===== config.mk =====
export PLATFORM = sky130hd
export DESIGN_NAME = issue_top
export DESIGN_NICKNAME = d
export VERILOG_FILES = /design/src/logic/core_types_pkg.sv /design/src/logic/rv_isa_pkg.sv /design/src/logic/instr_decoder.sv /design/src/logic/station_select.sv /design/src/logic/operand_capture.sv /design/src/logic/issue_control.sv /design/src/logic/issue_top.sv
export SDC_FILE = /design/constraint.sdc
export NUM_CORES = 1
export LEC_CHECK = 0
export BUFFER_PORTS_ARGS = -buffer_cell sky130_fd_sc_hd__buf_2
export CORE_MARGIN = 2
export CORE_UTILIZATION = 45
export CTS_CLUSTER_SIZE = 12
export DETAILED_ROUTE_END_ITERATION = 6
export PLACE_DENSITY = 0.78
export SYNTH_ARGS = -nofsm -noshare
export SYNTH_HDL_FRONTEND = slang
export SYNTH_HIERARCHICAL = 1
export SYNTH_SLANG_ARGS = --single-unit

===== constraint.sdc =====
create_clock -name clk_i -period 4.2 [get_ports clk_i]
set_clock_uncertainty 0.2 [all_clocks]
set_input_delay 1.26 -clock clk_i [delete_from_list [all_inputs] [get_ports clk_i]]
set_output_delay 1.26 -clock clk_i [all_outputs]
set_load 0.01 [all_outputs]

===== src/logic/core_types_pkg.sv =====
package core_types_pkg;

    // ======================================
    // machine wide data types
    // ======================================

    typedef logic [31:0] word_t;      // register and operand value
    typedef logic [4:0]  reg_idx_t;   // register file index

    // station tag is the busy bus index plus one
    typedef logic [3:0]  rs_tag_t;

    // tag zero marks an operand whose value is already present
    localparam rs_tag_t NO_TAG = 4'd0;

    // ======================================
    // default station counts
    // ======================================

    // alu stations sit in the low busy bits and shift stations above them
    // the 4 bit tag allows at most 15 stations in total
    localparam int DEF_NUM_ALU_RS   = 3;
    localparam int DEF_NUM_SHIFT_RS = 2;

endpackage


===== src/logic/rv_isa_pkg.sv =====
package rv_isa_pkg;

    typedef logic [31:0] instr_t;

    // ======================================
    // instruction field positions
    // ======================================
    localparam int RD_MSB     = 31;
    localparam int RD_LSB     = 27;
    localparam int RS1_MSB    = 26;
    localparam int RS1_LSB    = 22;
    localparam int RS2_MSB    = 21;
    localparam int RS2_LSB    = 17;
    localparam int F7_MSB     = 16;
    localparam int F7_LSB     = 10;
    localparam int F3_MSB     = 9;
    localparam int F3_LSB     = 7;
    localparam int OP_MSB     = 6;
    localparam int OP_LSB     = 0;
    localparam int IMM_MSB    = 21;   // 12 bit signed immediate
    localparam int IMM_LSB    = 10;
    localparam int SHAMT_MSB  = 14;   // shift amount of the immediate shifts
    localparam int SHAMT_LSB  = 10;
    localparam int SF7_MSB    = 21;   // funct7 of the immediate shifts
    localparam int SF7_LSB    = 15;

    // ======================================
    // opcodes and operations
    // ======================================
    localparam logic [6:0] OP_ALU_REG = 7'b0110011;
    localparam logic [6:0] OP_ALU_IMM = 7'b0010011;
    localparam logic [6:0] FUNCT7_ALT = 7'b0100000;  // sub, sra and srai

    typedef enum logic [3:0] {
        ADDI, XORI, SLTI, SLTUI, ORI, ANDI,
        ADDR, SUBR, SLTR, SLTUR, XORR, ORR, ANDR
    } alu_op_t;

    typedef enum logic [2:0] {SLLI, SRLI, SRAI, SLLR, SRLR, SRAR} shift_op_t;

    typedef enum logic [1:0] {UNIT_NONE, UNIT_ALU, UNIT_SFT} unit_t;

endpackage


===== src/logic/instr_decoder.sv =====
`timescale 1ns/10ps

module instr_decoder import core_types_pkg::*, rv_isa_pkg::*; (
    input  instr_t      iq_data_i,
    output unit_t       unit_o,
    output alu_op_t     alu_op_o,
    output shift_op_t   shift_op_o,
    output logic        has_imm_o,
    output word_t       imm_o,
    output reg_idx_t    rd_o
);
    logic [6:0] opcode;
    logic [2:0] funct3;
    logic [6:0] funct7;
    logic [6:0] sft_funct7;

    assign opcode     = iq_data_i[OP_MSB:OP_LSB];
    assign funct3     = iq_data_i[F3_MSB:F3_LSB];
    assign funct7     = iq_data_i[F7_MSB:F7_LSB];
    assign sft_funct7 = iq_data_i[SF7_MSB:SF7_LSB];
    assign rd_o       = iq_data_i[RD_MSB:RD_LSB];

    always_comb begin
        unit_o     = UNIT_NONE;   // branch, load, store and unknown
        alu_op_o   = ADDI;
        shift_op_o = SLLI;
        has_imm_o  = 1'b0;
        imm_o      = {{20{iq_data_i[IMM_MSB]}}, iq_data_i[IMM_MSB:IMM_LSB]};

        case (opcode)
            OP_ALU_REG: begin
                if (funct7 == 7'b0000000) begin
                    unit_o = UNIT_ALU;
                    case (funct3)
                        3'b000: alu_op_o = ADDR;
                        3'b010: alu_op_o = SLTR;
                        3'b011: alu_op_o = SLTUR;
                        3'b100: alu_op_o = XORR;
                        3'b110: alu_op_o = ORR;
                        3'b111: alu_op_o = ANDR;
                        3'b001: begin
                            unit_o     = UNIT_SFT;
                            shift_op_o = SLLR;
                        end
                        default: begin            // funct3 101
                            unit_o     = UNIT_SFT;
                            shift_op_o = SRLR;
                        end
                    endcase
                end else if (funct7 == FUNCT7_ALT && funct3 == 3'b000) begin
                    unit_o   = UNIT_ALU;
                    alu_op_o = SUBR;
                end else if (funct7 == FUNCT7_ALT && funct3 == 3'b101) begin
                    unit_o     = UNIT_SFT;
                    shift_op_o = SRAR;
                end
            end
            OP_ALU_IMM: begin
                has_imm_o = 1'b1;
                unit_o    = UNIT_ALU;
                case (funct3)
                    3'b000: alu_op_o = ADDI;
                    3'b010: alu_op_o = SLTI;
                    3'b011: alu_op_o = SLTUI;
                    3'b100: alu_op_o = XORI;
                    3'b110: alu_op_o = ORI;
                    3'b111: alu_op_o = ANDI;
                    3'b001: begin
                        unit_o = (sft_funct7 == 7'b0000000) ? UNIT_SFT : UNIT_NONE;
                        imm_o  = word_t'(iq_data_i[SHAMT_MSB:SHAMT_LSB]);
                    end
                    default: begin                // srli or srai
                        unit_o = (sft_funct7 == 7'b0000000 || sft_funct7 == FUNCT7_ALT) ?
                                 UNIT_SFT : UNIT_NONE;
                        shift_op_o = (sft_funct7 == FUNCT7_ALT) ? SRAI : SRLI;
                        imm_o      = word_t'(iq_data_i[SHAMT_MSB:SHAMT_LSB]);
                    end
                endcase
            end
            default: ;
        endcase
    end

endmodule


===== src/logic/station_select.sv =====
`timescale 1ns/10ps

module station_select import core_types_pkg::*; #(
    parameter  int NUM_ALU_RS   = DEF_NUM_ALU_RS,
    parameter  int NUM_SHIFT_RS = DEF_NUM_SHIFT_RS,
    localparam int NUM_RS       = NUM_ALU_RS + NUM_SHIFT_RS
) (
    input  logic [NUM_RS-1:0]   busy_bus_i,
    output logic                alu_free_o,
    output logic                sft_free_o,
    output rs_tag_t             alu_tag_o,
    output rs_tag_t             sft_tag_o,
    output logic [NUM_RS-1:0]   alu_onehot_o,
    output logic [NUM_RS-1:0]   sft_onehot_o
);
    logic [NUM_RS-1:0] free_vec;

    // lowest set bit of free within lo..hi, as a one-hot vector
    function automatic logic [NUM_RS-1:0] lowest_free(input logic [NUM_RS-1:0] free,
                                                      input int lo, input int hi);
        logic [NUM_RS-1:0] hot;
        hot = '0;
        for (int i = NUM_RS - 1; i >= 0; i--) begin
            if (free[i] && i >= lo && i <= hi) begin
                hot    = '0;
                hot[i] = 1'b1;
            end
        end
        return hot;
    endfunction

    function automatic rs_tag_t hot_to_tag(input logic [NUM_RS-1:0] hot);
        rs_tag_t tag;
        tag = NO_TAG;
        for (int i = 0; i < NUM_RS; i++) begin
            if (hot[i])
                tag = rs_tag_t'(i + 1);   // tag is index plus one
        end
        return tag;
    endfunction

    assign free_vec = ~busy_bus_i;

    assign alu_onehot_o = lowest_free(free_vec, 0, NUM_ALU_RS - 1);
    assign sft_onehot_o = lowest_free(free_vec, NUM_ALU_RS, NUM_RS - 1);

    assign alu_free_o = |alu_onehot_o;
    assign sft_free_o = |sft_onehot_o;
    assign alu_tag_o  = hot_to_tag(alu_onehot_o);
    assign sft_tag_o  = hot_to_tag(sft_onehot_o);

endmodule


===== src/logic/operand_capture.sv =====
`timescale 1ns/10ps

module operand_capture import core_types_pkg::*; (
    input  logic        clk_i,
    input  logic        reset_i,
    input  logic        load_i,           // queue pop
    input  logic        has_imm_i,
    input  word_t       imm_i,
    input  word_t       reg_rd_data1_i,
    input  word_t       reg_rd_data2_i,
    input  rs_tag_t     reg_tag1_i,
    input  rs_tag_t     reg_tag2_i,
    input  reg_idx_t    src1_i,
    input  reg_idx_t    src2_i,
    input  logic        bypass_en_i,      // rename of the instruction issuing now
    input  reg_idx_t    bypass_rd_i,
    input  rs_tag_t     bypass_tag_i,
    input  rs_tag_t     cdb_tag_i,
    input  word_t       cdb_val_i,
    output word_t       rs_value1_o,
    output word_t       rs_value2_o,
    output rs_tag_t     rs_tag1_o,
    output rs_tag_t     rs_tag2_o
);
    typedef struct packed {
        word_t   val;
        rs_tag_t tag;
    } opnd_t;

    opnd_t held1, held2;    // holding register operands
    opnd_t out1, out2;      // cdb forwarded view
    opnd_t nxt1, nxt2;

    function automatic logic cdb_hit(input rs_tag_t tag);
        return (cdb_tag_i != NO_TAG) && (tag == cdb_tag_i);
    endfunction

    function automatic opnd_t fwd(input opnd_t cur);
        return cdb_hit(cur.tag) ? opnd_t'{cdb_val_i, NO_TAG} : cur;
    endfunction

    // cdb first, then rename bypass, then register file
    function automatic opnd_t capture(input word_t val, input rs_tag_t tag,
                                      input reg_idx_t src);
        opnd_t res;
        res = fwd(opnd_t'{val, tag});
        if (!cdb_hit(tag) && bypass_en_i && src == bypass_rd_i)
            res.tag = bypass_tag_i;
        return res;
    endfunction

    // ======================================
    // capture and snoop
    // ======================================
    always_comb begin
        out1 = fwd(held1);
        out2 = fwd(held2);  // immediates carry NO_TAG so never match
        if (load_i) begin
            nxt1 = capture(reg_rd_data1_i, reg_tag1_i, src1_i);
            nxt2 = has_imm_i ? opnd_t'{imm_i, NO_TAG} :
                               capture(reg_rd_data2_i, reg_tag2_i, src2_i);
        end else begin
            nxt1 = out1;    // keep snooping while held
            nxt2 = out2;
        end
    end

    always_ff @(posedge clk_i) begin
        held1.val <= nxt1.val;
        held2.val <= nxt2.val;
        if (reset_i) begin
            held1.tag <= NO_TAG;
            held2.tag <= NO_TAG;
        end else begin
            held1.tag <= nxt1.tag;
            held2.tag <= nxt2.tag;
        end
    end

    assign rs_value1_o = out1.val;
    assign rs_value2_o = out2.val;
    assign rs_tag1_o   = out1.tag;
    assign rs_tag2_o   = out2.tag;

endmodule


===== src/logic/issue_control.sv =====
`timescale 1ns/10ps

module issue_control import core_types_pkg::*, rv_isa_pkg::*; #(
    parameter  int NUM_ALU_RS   = DEF_NUM_ALU_RS,
    parameter  int NUM_SHIFT_RS = DEF_NUM_SHIFT_RS,
    localparam int NUM_RS       = NUM_ALU_RS + NUM_SHIFT_RS
) (
    input  logic                clk_i,
    input  logic                reset_i,
    input  logic                iq_empty_i,
    input  unit_t               unit_i,
    input  alu_op_t             alu_op_i,
    input  shift_op_t           shift_op_i,
    input  reg_idx_t            rd_i,
    input  logic                alu_free_i,
    input  logic                sft_free_i,
    input  rs_tag_t             alu_tag_i,
    input  rs_tag_t             sft_tag_i,
    input  logic [NUM_RS-1:0]   alu_onehot_i,
    input  logic [NUM_RS-1:0]   sft_onehot_i,
    output logic                iq_read_o,
    output logic [NUM_RS-1:0]   rs_write_en_o,
    output alu_op_t             alu_op_o,
    output shift_op_t           shift_op_o,
    output logic                reg_tag_wr_en_o,
    output reg_idx_t            reg_tag_wr_addr_o,
    output rs_tag_t             reg_tag_wr_tag_o
);
    logic       valid_q;    // holding register full
    unit_t      unit_q;
    logic       unit_free;
    logic       issue;

    assign unit_free = (unit_q == UNIT_ALU) ? alu_free_i :
                       (unit_q == UNIT_SFT) ? sft_free_i : 1'b0;
    assign issue     = valid_q && unit_free;

    // pop when the holding register is empty or drains this cycle
    assign iq_read_o = !reset_i && !iq_empty_i && (!valid_q || issue);

    always_ff @(posedge clk_i) begin
        if (reset_i)
            valid_q <= 1'b0;
        else if (iq_read_o)
            valid_q <= (unit_i != UNIT_NONE);   // drop unsupported encodings
        else if (issue)
            valid_q <= 1'b0;
    end

    always_ff @(posedge clk_i) begin
        if (iq_read_o) begin
            unit_q            <= unit_i;
            alu_op_o          <= alu_op_i;
            shift_op_o        <= shift_op_i;
            reg_tag_wr_addr_o <= rd_i;
        end
    end

    // station write and destination rename in the same cycle
    assign rs_write_en_o    = !issue ? '0 :
                              (unit_q == UNIT_SFT) ? sft_onehot_i : alu_onehot_i;
    assign reg_tag_wr_en_o  = issue;
    assign reg_tag_wr_tag_o = (unit_q == UNIT_SFT) ? sft_tag_i : alu_tag_i;

endmodule


===== src/logic/issue_top.sv =====
`timescale 1ns/10ps

module issue_top import core_types_pkg::*, rv_isa_pkg::*; #(
    parameter  int NUM_ALU_RS   = DEF_NUM_ALU_RS,
    parameter  int NUM_SHIFT_RS = DEF_NUM_SHIFT_RS,
    localparam int NUM_RS       = NUM_ALU_RS + NUM_SHIFT_RS
) (
    input  logic                clk_i,
    input  logic                reset_i,

    // ======================================
    // instruction queue, register file and status table
    input  instr_t              iq_data_i,
    input  logic                iq_empty_i,
    output logic                iq_read_o,
    output reg_idx_t            reg_rd_addr1_o,
    output reg_idx_t            reg_rd_addr2_o,
    input  word_t               reg_rd_data1_i,
    input  word_t               reg_rd_data2_i,
    input  rs_tag_t             reg_tag1_i,
    input  rs_tag_t             reg_tag2_i,
    output logic                reg_tag_wr_en_o,
    output reg_idx_t            reg_tag_wr_addr_o,
    output rs_tag_t             reg_tag_wr_tag_o,

    // ======================================
    // cdb and reservation stations
    input  rs_tag_t             cdb_tag_i,
    input  word_t               cdb_val_i,
    input  logic [NUM_RS-1:0]   busy_bus_i,
    output logic [NUM_RS-1:0]   rs_write_en_o,
    output word_t               rs_value1_o,
    output word_t               rs_value2_o,
    output rs_tag_t             rs_tag1_o,
    output rs_tag_t             rs_tag2_o,
    output alu_op_t             alu_op_o,
    output shift_op_t           shift_op_o
);
    unit_t              dec_unit;
    alu_op_t            dec_alu_op;
    shift_op_t          dec_shift_op;
    logic               dec_has_imm;
    word_t              dec_imm;
    reg_idx_t           dec_rd;
    logic               alu_free, sft_free;
    rs_tag_t            alu_tag, sft_tag;
    logic [NUM_RS-1:0]  alu_onehot, sft_onehot;

    // tag reads share these addresses
    assign reg_rd_addr1_o = iq_data_i[RS1_MSB:RS1_LSB];
    assign reg_rd_addr2_o = iq_data_i[RS2_MSB:RS2_LSB];

    instr_decoder u_decoder (
        .iq_data_i, .unit_o(dec_unit), .alu_op_o(dec_alu_op), .shift_op_o(dec_shift_op),
        .has_imm_o(dec_has_imm), .imm_o(dec_imm), .rd_o(dec_rd)
    );

    station_select #(.NUM_ALU_RS(NUM_ALU_RS), .NUM_SHIFT_RS(NUM_SHIFT_RS)) u_select (
        .busy_bus_i, .alu_free_o(alu_free), .sft_free_o(sft_free),
        .alu_tag_o(alu_tag), .sft_tag_o(sft_tag),
        .alu_onehot_o(alu_onehot), .sft_onehot_o(sft_onehot)
    );

    operand_capture u_capture (
        .clk_i, .reset_i, .load_i(iq_read_o), .has_imm_i(dec_has_imm), .imm_i(dec_imm),
        .reg_rd_data1_i, .reg_rd_data2_i, .reg_tag1_i, .reg_tag2_i,
        .src1_i(reg_rd_addr1_o), .src2_i(reg_rd_addr2_o),
        .bypass_en_i(reg_tag_wr_en_o), .bypass_rd_i(reg_tag_wr_addr_o),
        .bypass_tag_i(reg_tag_wr_tag_o), .cdb_tag_i, .cdb_val_i,
        .rs_value1_o, .rs_value2_o, .rs_tag1_o, .rs_tag2_o
    );

    issue_control #(.NUM_ALU_RS(NUM_ALU_RS), .NUM_SHIFT_RS(NUM_SHIFT_RS)) u_control (
        .clk_i, .reset_i, .iq_empty_i, .unit_i(dec_unit), .alu_op_i(dec_alu_op),
        .shift_op_i(dec_shift_op), .rd_i(dec_rd), .alu_free_i(alu_free),
        .sft_free_i(sft_free), .alu_tag_i(alu_tag), .sft_tag_i(sft_tag),
        .alu_onehot_i(alu_onehot), .sft_onehot_i(sft_onehot), .iq_read_o,
        .rs_write_en_o, .alu_op_o, .shift_op_o, .reg_tag_wr_en_o, .reg_tag_wr_addr_o,
        .reg_tag_wr_tag_o
    );

endmodule


==> results of run 1 <==
-- logic make-up (layout without fill, tap and decap cells) --
family,after synthesis,after routing,share of synthesized area [%]
mux,167,167,30.6
simple gates,150,150,13.9
buf+inv,132,330,13.4
flops,87,87,30.3
compound gates,64,64,8.24
xor+xnor,25,25,3.52
other cells,1,9,0.0604
-- power groups by stage --
stage	Sequential (mW)	Clock (mW)	Combinational [mW]
2_1_floorplan	1.03	0	0.564
3_3_place_gp	1.04	0	0.822
3_5_place_dp	1.04	0	0.836
4_1_cts	1.02	0.851	0.840
5_1_grt	1.05	0.884	0.959
6_report	1.04	0.832	0.890
-- cell usage in the layout, fill, tap and decap left out, types with 3 or more instances in the layout --
cell type  count
nand2b_1       5
mux2_2        38
mux2i_2       13
nor2b_1       12
buf_4         16
nand3_1       10
o221ai_1      33
buf_12         4
o21ai_1        6
nand4_1        6
xnor2_1       13
inv_1         39
mux2_4        29
conb_1         9
and2_1         5
mux2i_1       50
edfxtp_1      14
dfxtp_1       73
mux2_1        28
nor4_1         4
nor2_1        11
clkbuf_16     11
and3_1         3
nand2_1       62
xor2_1         8
nor3_1         3
nor3_2         3
buf_2        249
nor2_4         5
o2bb2ai_1      4
mux2i_4        9
a21oi_1        9
xnor2_2        4
-- layout make-up --
cell class / count / area share, %
Clock buffer: 10 / 3.05
Clock inverter: 6 / 0.846
Inverter: 40 / 1.92
Multi-Input combinational cell: 415 / 47.6
Sequential cell: 87 / 24.0
Tap cell: 176 / 2.81
Timing Repair Buffer: 274 / 19.7
-- per-layer routing --
metal  wire length (um)  vias up
met4                350        0
met1               7400     2458
met5                  0        -
met3                985       21
li1                   -     2563
met2               8110      185
-- registers in the layout (all words and copies together) (netlist names) --
signal	count
u_capture/held1	36
u_capture/held2	36
u_control/reg_tag_wr_addr_o	5
u_control/alu_op_o	4
u_control/shift_op_o	3
u_control/unit_q	2
u_control/valid_q	1
-- final timing paths --
check / from / to / cells past startpoint
worst max register to register: u_control/unit_q[0] / u_capture/held2[6] / 8
worst min-delay path: u_capture/held1[3] / u_capture/held1[3] / 2
worst min register to register: u_capture/held1[3] / u_capture/held1[3] / 2
worst max-delay path: cdb_tag_i[0] / rs_value1_o[10] / 7
-- metrics by stage --
step / area [um2] / power (mW) / hold WS [ns] / util [%]
floorplan: 6240 / 1.60 / 0.257 / -
global placement: 7240 / 1.86 / 0.285 / 54.2
detailed placement: 7240 / 1.88 / 0.290 / 54.2
CTS: 7540 / 2.71 / 0.299 / 56.5
global route: 7840 / 2.89 / 0.317 / 58.7
finish: 7840 / 2.76 / 0.298 / 58.7
-- critical path, stage by stage --
cell and delay (ns):
buf_2 0.15, or2_0 0.22, o21ai_2 0.19, nand4_4 0.14
buf_12 0.22, mux2_4 0.32, buf_2 0.14
-- timing repair --
| action | CTS | global route |
|---|---|---|
| buffers inserted | 0 | 2 |
| setup endpoints to repair | 0 | 25 |
| gates resized for setup | 0 | 40 |
| endpoints found under the hold margin | 0 | 0 |
==> results.md, run 1 <==
- Met2 GRT Util: 35.7%
- Met1 layer usage reported by global route: 27.7%
- Core ar.: 0.0133 mm2
- TritonCTS clock tree: built
- Initial core utilization: a little under half
- CTS root buffer: clkbuf_16
- Clock network power share: around 30%
- R2r setup slk: 1.61 ns
- 1st-iter DRT viols: 230
- Switching Share: 29.9%
- Static Leakage: 3.52 nW
- CP Launch Type: input port
- IO Pins: 253
- Top cells by count, synth: dfxtp_1, mux2i_1, nand2_1
- Clk pin slew, worst setup/hold paths: ~0.060 ns
- Placed Cells: 987
- Logic pwr share: 32.3%
- Area share of the largest cell type after synthesis: 23.5%
- Mapped Cells: about 630
- Die Wd: 122 um
- WS Path Type: input port to output pin
- Status: finished clean
- Synth area leaders: dfxtp_1, mux2i_1, mux2_4
- Initial antenna violation count: 0
- DPL Wire Length: 12.2 mm
- F_max: 242 MHz
- Post-synthesis async set-or-reset flop share: 0%
- CTS HTree Levels: 3
- First-pass GRT wire length: 24.9 mm
- VDD IR-drop max: 189 uV
- # setup viols final: 0
- Wire per inst: 16.7 um
- Worst-Margin Slew: 1.03 ns
- Fraction of layout cells with a size suffix above 1: approximately half
- Sequential share of power: 37.5%
- # clock sinks: 87
- P_int: 1.93 mW
- GR Util met3: 4.18%
- Synth Register Bits: just under 90
- Diode count: 0
- CP Data Required Time: 2.74 ns
- IO buf count: 251
- Clock Tree Buf Depth: 2
- Fill count: 1171
- Register area share after synthesis: 30.3%
- GR peak layer: met2
- Remaining global-route overflow: 0
- Total CTS buffers: 9
- Post-synth EDFFs: 14
- Final ANT Viol Nets: 0
- Area of the multi-input gates: 0.00373 mm2
- Area Overhead vs Synth: 26.2%
- Tcrit/Tclk final: 98.3%
- Row cnt: 42
- Pin count of the biggest net entering global routing: a little under 90
- Synth cell types: 58
- Fin crit period: 4.13 ns
- Setup ws final: 0.0696 ns
- DRC Markers: 0
- Maxcap violations: 0
- Final Non-Filler Cells: 1008
- Worst slew margin: 30.7%
- Final net count: around 1000
- Min-Delay Path Class: flip-flop to flip-flop
- Via count: 5227
- Yosys warning count: 6
- PwrDens: about 350 mW/mm2
- Die Height: 122 um
- Mapped Area: 0.00621 mm2
- Vias in the first global route: 4911
- Synthesized area per cell: 9.93 um2
- DRT Pass-1 Iters: 4
- Critical Path Fanout Max: 23
- Die Area: 0.0148 mm2
- Net switching power: 825 uW
- Routed WL: approximately 17 mm
- Final Hold Viols: 0
- Register Area: 0.00188 mm2
- Crit path DAT: 2.67 ns
- Final GP Congestion: 0.878
- Post-synth top flop: dfxtp_1
- Clk Latency, worst-skew pair: 0.34 ns
- Pins Over Slew Limit: 0
- Worst setup EP type: output pin
- Setup WS pre-CTS: 0.0812 ns
- Avg Vias per Cell: 5.19
- Setup_tns: 0 ns
- GRT Util Overall: 21.4%
- Area leader, netlist: dfxtp_1
- # hold bufs at CTS: 0
- Most frequent cell after synthesis: dfxtp_1
No activity file was read; power rests on OpenSTA's default activity.
==> run 2, diff against run 1 <==
ABC_AREA = 1   (was unset)
PLACE_DENSITY = 0.77   (was 0.78)
==> run 2 against run 1 <==
Against the previous run:
- flip-flop and latch count stayed put
- combinational power is 4.2% lower
- count of clock-buffer cells in the layout is 1 higher
- core utilization is 3.4 points lower
- final cell count is 45% higher
- critical path depth is 1 higher
- die area is 7.4% higher
- clock power is 8.2% lower
- first-iteration DRC count grew to 2.6 times the previous value
==> results.md, run 2 <==
- R2r setup slk: 1.66 ns
- CP Data Required Time: between 2 and 3 ns
- Simple-gate portion of the synthesized area: 42.9%
- Combinational family with the most area after synthesis: simple AND/OR/NAND/NOR gates
- Fraction of layout cells with a size suffix above 1: 25.3%
- Maxcap violations: 0
- Area Overhead vs Synth: 20.1%
- Die Area: 0.0159 mm2
- Post-CTS setup repair buffer count: 0
- Initial antenna violation count: 2
- RSZ-0062 raised after global routing: false
- Initial core utilization: 46.0%
- Min-Delay Path Class: flip-flop to flip-flop
- F_max: 248 MHz
- Clk Latency, worst-skew pair: 0.35 ns
- CP Launch Type: input port
- Status: finished clean
- RR Endpoint: u_capture/held2[1]
- R2r startpoint: u_control/unit_q[1]
- IO buf count: 251
- Final ANT Viol Nets: 0
- Core ar.: 0.0145 mm2
- Routed wl met2: approximately 9.6 mm
- Mapped Cells: 1089
- Synthesized area per cell: 6.14 um2
- Final Non-Filler Cells: 1463
- Synth cell types: 35
- Crit path DAT: approximately 2.6 ns
- # setup viols final: 0
- Final net count: ~1400
- Worst Setup EP: rs_value2_o[25]
- Met3 routed WL: 1.57 mm
- Area share of the largest cell type after synthesis: 21.8%
- Static Leakage: 4.43 nW
- Post-synth EDFFs: 14
- CTS HTree Levels: 3
- Synth area leaders: dfxtp_1, nand2_1, nand3_1
- Commonest non-fill, non-tap cells in the layout: nand2_1, buf_2, inv_1, nand3_1, dfxtp_1
- Most common cell after layout, fill and taps aside: nand2_1
- GRT Util Overall: between 20 and 25%
- Synth Area in Compound Gates: 8.41%
- Most frequent cell after synthesis: nand2_1
- Critical Path Source: cdb_tag_i[1]
- First-pass GRT wire length: 31.9 mm
- Hold WS: 0.308 ns
- Setup_tns: 0 ns
- Post-Synth XOR/XNOR Area: approximately 1.3%
- Clk pin slew, worst setup/hold paths: 0.06 ns
- # clock sinks: 87
- Remaining global-route overflow: 0
- # hold bufs at CTS: 0
- Worst slew margin: 48.5%
- Avg Vias per Cell: 5.04
- Synth Register Bits: 87
- Final Hold Viols: 0
- Worst-Margin Slew: 0.773 ns
- CTS root buffer: clkbuf_16
- 1st-iter DRT viols: 593
- VDD IR-drop max: 187 uV
- Pins Over Slew Limit: 0
- Post-synth top flop: dfxtp_1
- Biggest regs: u_capture/held1 (36), u_capture/held2 (36), u_control/reg_tag_wr_addr_o (5)
- Yosys warning count: 6
- WS Path Type: input port to output pin
- Wire per inst: 14.1 um
- Area leader, netlist: dfxtp_1
- Worst setup EP type: output pin
- TritonCTS clock tree: built
- Row cnt: 44
- Mapped Area: 0.00669 mm2
- Die Height: 126 um
- Total CTS buffers: 9
- Final GP Congestion: 0.927
- Hold depth: 2
- Tcrit/Tclk final: 95.9%
- PostCTS Resize Cnt: 0
- Placed Cells: approximately 1400
- IO Pins: 253
- DRT Pass-1 Iters: 7
- Met1 WL: 9.21 mm
- Fin crit period: 4.03 ns
- Vias in the first global route: roughly 6500
- Worst Reg-to-Reg Cells: 9
- Critical Path Fanout Max: 26
- Routed WL: between 20 and 25 mm
- DPL Wire Length: 15.6 mm
- Die Wd: 126 um
- DRC Markers: 0
- PwrDens: 326 mW/mm2
- Post-synthesis async set-or-reset flop share: 0%
- Clock Tree Buf Depth: 2
- Uppermost layer routed: met5
- Register area share after synthesis: 28.1%
- Adder-cell share of the synthesized area: 0%
- Mux contribution to synthesized area: 0%
- Top cells by count, synth: nand2_1, inv_1, nand3_1
- Pin count of the biggest net entering global routing: between 60 and 70
- Via count: between 7000 and 8000
run 2: changes by cell type after synthesis, moves of 26 or more:
cell      delta
and2_1      +27
o211ai_1    +30
mux2_2      -38
mux2_4      -29
mux2_1      -28
mux2i_1     -72
nor2_1      +30
nand2_1    +309
nand3_1    +115
o21ai_1     +26
inv_1      +114
o221ai_1    -33
nand4_1     +38
run 2: power by group:
group	switching, mW	total, mW	internal [mW]
sequential	0.0354	1.01	0.971
combinational	0.510	0.853	0.343
clock	0.346	0.764	0.418
total	0.892	2.62	1.73
run 2: worst min-delay path by stage:
stage | start | to | slack [ns]
floorplan | u_capture/held1[0] | u_capture/held1[0] | 0.27
global placement | u_control/valid_q | u_control/valid_q | 0.30
detailed placement | u_capture/held1[0] | u_capture/held1[0] | 0.30
CTS | u_capture/held1[0] | u_capture/held1[0] | 0.31
global route | u_capture/held1[3] | u_capture/held1[3] | 0.35
finish | u_capture/held1[0] | u_capture/held1[0] | 0.31
run 2: kinds of logic after synthesis:
group,Yosys count
simple gates,635
buf+inv,267
compound gates,89
flops,87
xor+xnor,10
other cells,1
run 2: routing by layer:
| metal | up-vias | GRT usage, % |
|---|---|---|
| li1 | 3751 | - |
| met1 | 3298 | 32.5 |
| met2 | 295 | 41.0 |
| met3 | 26 | 6.46 |
| met4 | 2 | 5.75 |
| met5 | - | 0 |
run 2: per-stage QoR:
stage	power, mW	area, um2	setup WS, ns	util, %
global placement	1.86	7760	0.226	53.4
finish	2.62	8040	0.174	55.3
detailed placement	1.87	7760	0.193	53.4
global route	2.78	8040	0.0874	55.3
floorplan	1.58	6720	0.399	-
CTS	2.65	8040	0.194	55.3
run 2: final cells by class:
cell class	count	area, um2
Inverter	161	609
Clock inverter	4	28.8
Fill cell	1498	6500
Clock buffer	11	243
Antenna cell	1	2.50
Tap cell	184	230
Sequential cell	87	1880
Timing Repair Buffer	272	1460
Multi-Input combinational cell	743	3580
run 2: worst max-delay path, cell delays in order:
cell and delay, ns:
buf_2 0.13, inv_2 0.10, nand2_1 0.10, a21oi_4 0.25
buf_12 0.22, nand4_1 0.16, and2_1 0.20, buf_2 0.13
==> run 3, diff against run 2 <==
BUFFER_PORTS_ARGS = -buffer_cell sky130_fd_sc_hd__buf_4   (was -buffer_cell sky130_fd_sc_hd__buf_2)
CORE_UTILIZATION = 51   (was 45)
PLACE_DENSITY = 0.86   (was 0.77)
==> run 3 against run 2 <==
Against the previous run:
- via count up 3.2%
- clock power up 10%
- sequential share of layout area down 1.8 points
- sequential power about the same
- critical endpoint is now rs_value2_o[20]
==> results.md, run 3 (synthesis gave the netlist of run 2 again) <==
- Logic pwr share: 34.6%
- WS Path Type: input port to output pin
- Static Leakage: roughly 4.6 nW
- Avg Vias per Cell: approximately 5.2
- Setup_tns: 0 ns
- Wire per inst: 15.0 um
- Post-route cell area: 0.00869 mm2
- Status: finished clean
- Total CTS buffers: 9
- Min-Delay Path Class: flip-flop to flip-flop
- Final net count: 1423
- RSZ-0062 raised after global routing: false
- Pin count of the biggest net entering global routing: 66
- P_int: 1.91 mW
- Switching Share: about a third
- Die Height: 119 um
- # hold bufs at CTS: 0
- Setup WS pre-CTS: 0.145 ns
- Routed WL: between 20 and 25 mm
- Tcrit/Tclk final: 97.9%
- Clk pin slew, worst setup/hold paths: 0.06 ns
- 1st-iter DRT viols: approximately 650
- PostCTS Resize Cnt: 0
- Row cnt: 41
- Clk Latency, worst-skew pair: 0.35 ns
- CTS root buffer: clkbuf_16
- IO buf count: ~250
- Remaining global-route overflow: 0
- Clock Tree Buf Depth: 2
- Final GP Congestion: 0.916
- Most common cell after layout, fill and taps aside: nand2_1
- Worst setup EP type: output pin
- Worst slew margin: between 50% and 60%
- Post-Place Cell Area: 0.00837 mm2
- DRT Pass-1 Iters: 5
- CP Data Required Time: approximately 2.7 ns
- Crit-path cells: buf_4, inv_2, nand2_1, a21oi_4, buf_4, nand4_1, and2_1, buf_4
- Clock network power share: 29.8%
- Die Wd: approximately 120 um
- F_max: 243 MHz
- Final Hold Viols: 0
- Crit-path slowest cell: buf_4
- Setup ws final: 0.0864 ns
- Maxcap violations: 0
- PwrDens: 326 mW/mm2
- Worst-Margin Slew: between 0.6 and 0.7 ns
- DPL Wire Length: between 15 and 20 mm
- Fin crit period: 4.11 ns
- Fraction of layout cells with a size suffix above 1: 25.4%
- Util after Layout: 68.3%
- Crit path DAT: 2.65 ns
- First-pass GRT wire length: about 34 mm
- TritonCTS clock tree: built
- VDD IR-drop max: around 220 uV
- Biggest regs: u_capture/held1 (36), u_capture/held2 (36), u_control/reg_tag_wr_addr_o (5)
- Hold WS: 0.305 ns
- Core ar.: 0.0127 mm2
- Sequential share of power: 35.6%
- Initial antenna violation count: 0
- DRC Markers: 0
- Commonest non-fill, non-tap cells in the layout: nand2_1, buf_4, inv_1, nand3_1, dfxtp_1
- Via count: 7610
- R2r setup slk: 1.89 ns
- IO Pins: between 200 and 300
- Critical Path Fanout Max: 13
- Slowest cell delay on critical path: about 0.27 ns
- Diode count: 0
- Net switching power: ~900 uW
- GRT Util Overall: 30.2%
- CTS HTree Levels: 3
- # setup viols final: 0
- Most prevalent standard cell on the critical path: buf_4
- Die Area: 0.0141 mm2
- Initial core utilization: a little over half
- # clock sinks: 87
- CP Launch Type: input port
- Final ANT Viol Nets: 0
- Vias in the first global route: 7047
- Pins Over Slew Limit: 0
- Area Overhead vs Synth: 29.8%
- Post-CTS setup repair buffer count: 0
==> run 3: stage by stage <==
step / instances / power, mW
finish: 1452 / 2.83
detailed placement: 1436 / 1.99
floorplan: 1097 / 1.58
global placement: 1436 / 1.98
global route: 1452 / 2.99
CTS: 1452 / 2.84
==> run 3: final cells by class <==
cell class / count / area, um2
multi-input combinational: 743 / 3570
sequential: 87 / 1880
clock inverter: 3 / 21.3
inverter: 161 / 609
clock buffer: 13 / 293
tap: 172 / 215
timing repair buffer: 273 / 2100
fill: 1193 / 4030
==> run 3: worst paths after layout <==
| path | start | endpoint | cells past startpoint |
|---|---|---|---|
| max reg2reg | u_control/unit_q[1] | u_capture/held2[24] | 9 |
| min reg2reg | u_capture/held2[1] | u_capture/held2[1] | 2 |
| max | cdb_tag_i[1] | rs_value2_o[20] | 8 |
| min | u_capture/held2[1] | u_capture/held2[1] | 2 |
==> run 3: critical path, delay by kind of cell <==
family,cells,cell delay [ns]
AO/OA/AOI/OAI,1,0.24
AND/OR/NAND/NOR,3,0.50
buffers and inverters,4,0.66
==> run 3: power groups by stage <==
stage	registers (mW)	logic, mW	clock network (mW)
after floorplan	1.02	0.557	0
after global placement	1.02	0.955	0
after detailed placement	1.03	0.969	0
after CTS	1.01	0.975	0.855
after global routing	1.02	1.08	0.895
final	1.01	0.980	0.844
==> run 3: layer usage <==
| layer | up-vias | share of wire (%) | track usage, % |
|---|---|---|---|
| li1 | 3757 | - | - |
| met1 | 3433 | 41 | 37.9 |
| met2 | 381 | 47 | 50.3 |
| met3 | 39 | 9.1 | 7.14 |
| met4 | 0 | 2.5 | 11.1 |
| met5 | - | 0 | 0 |
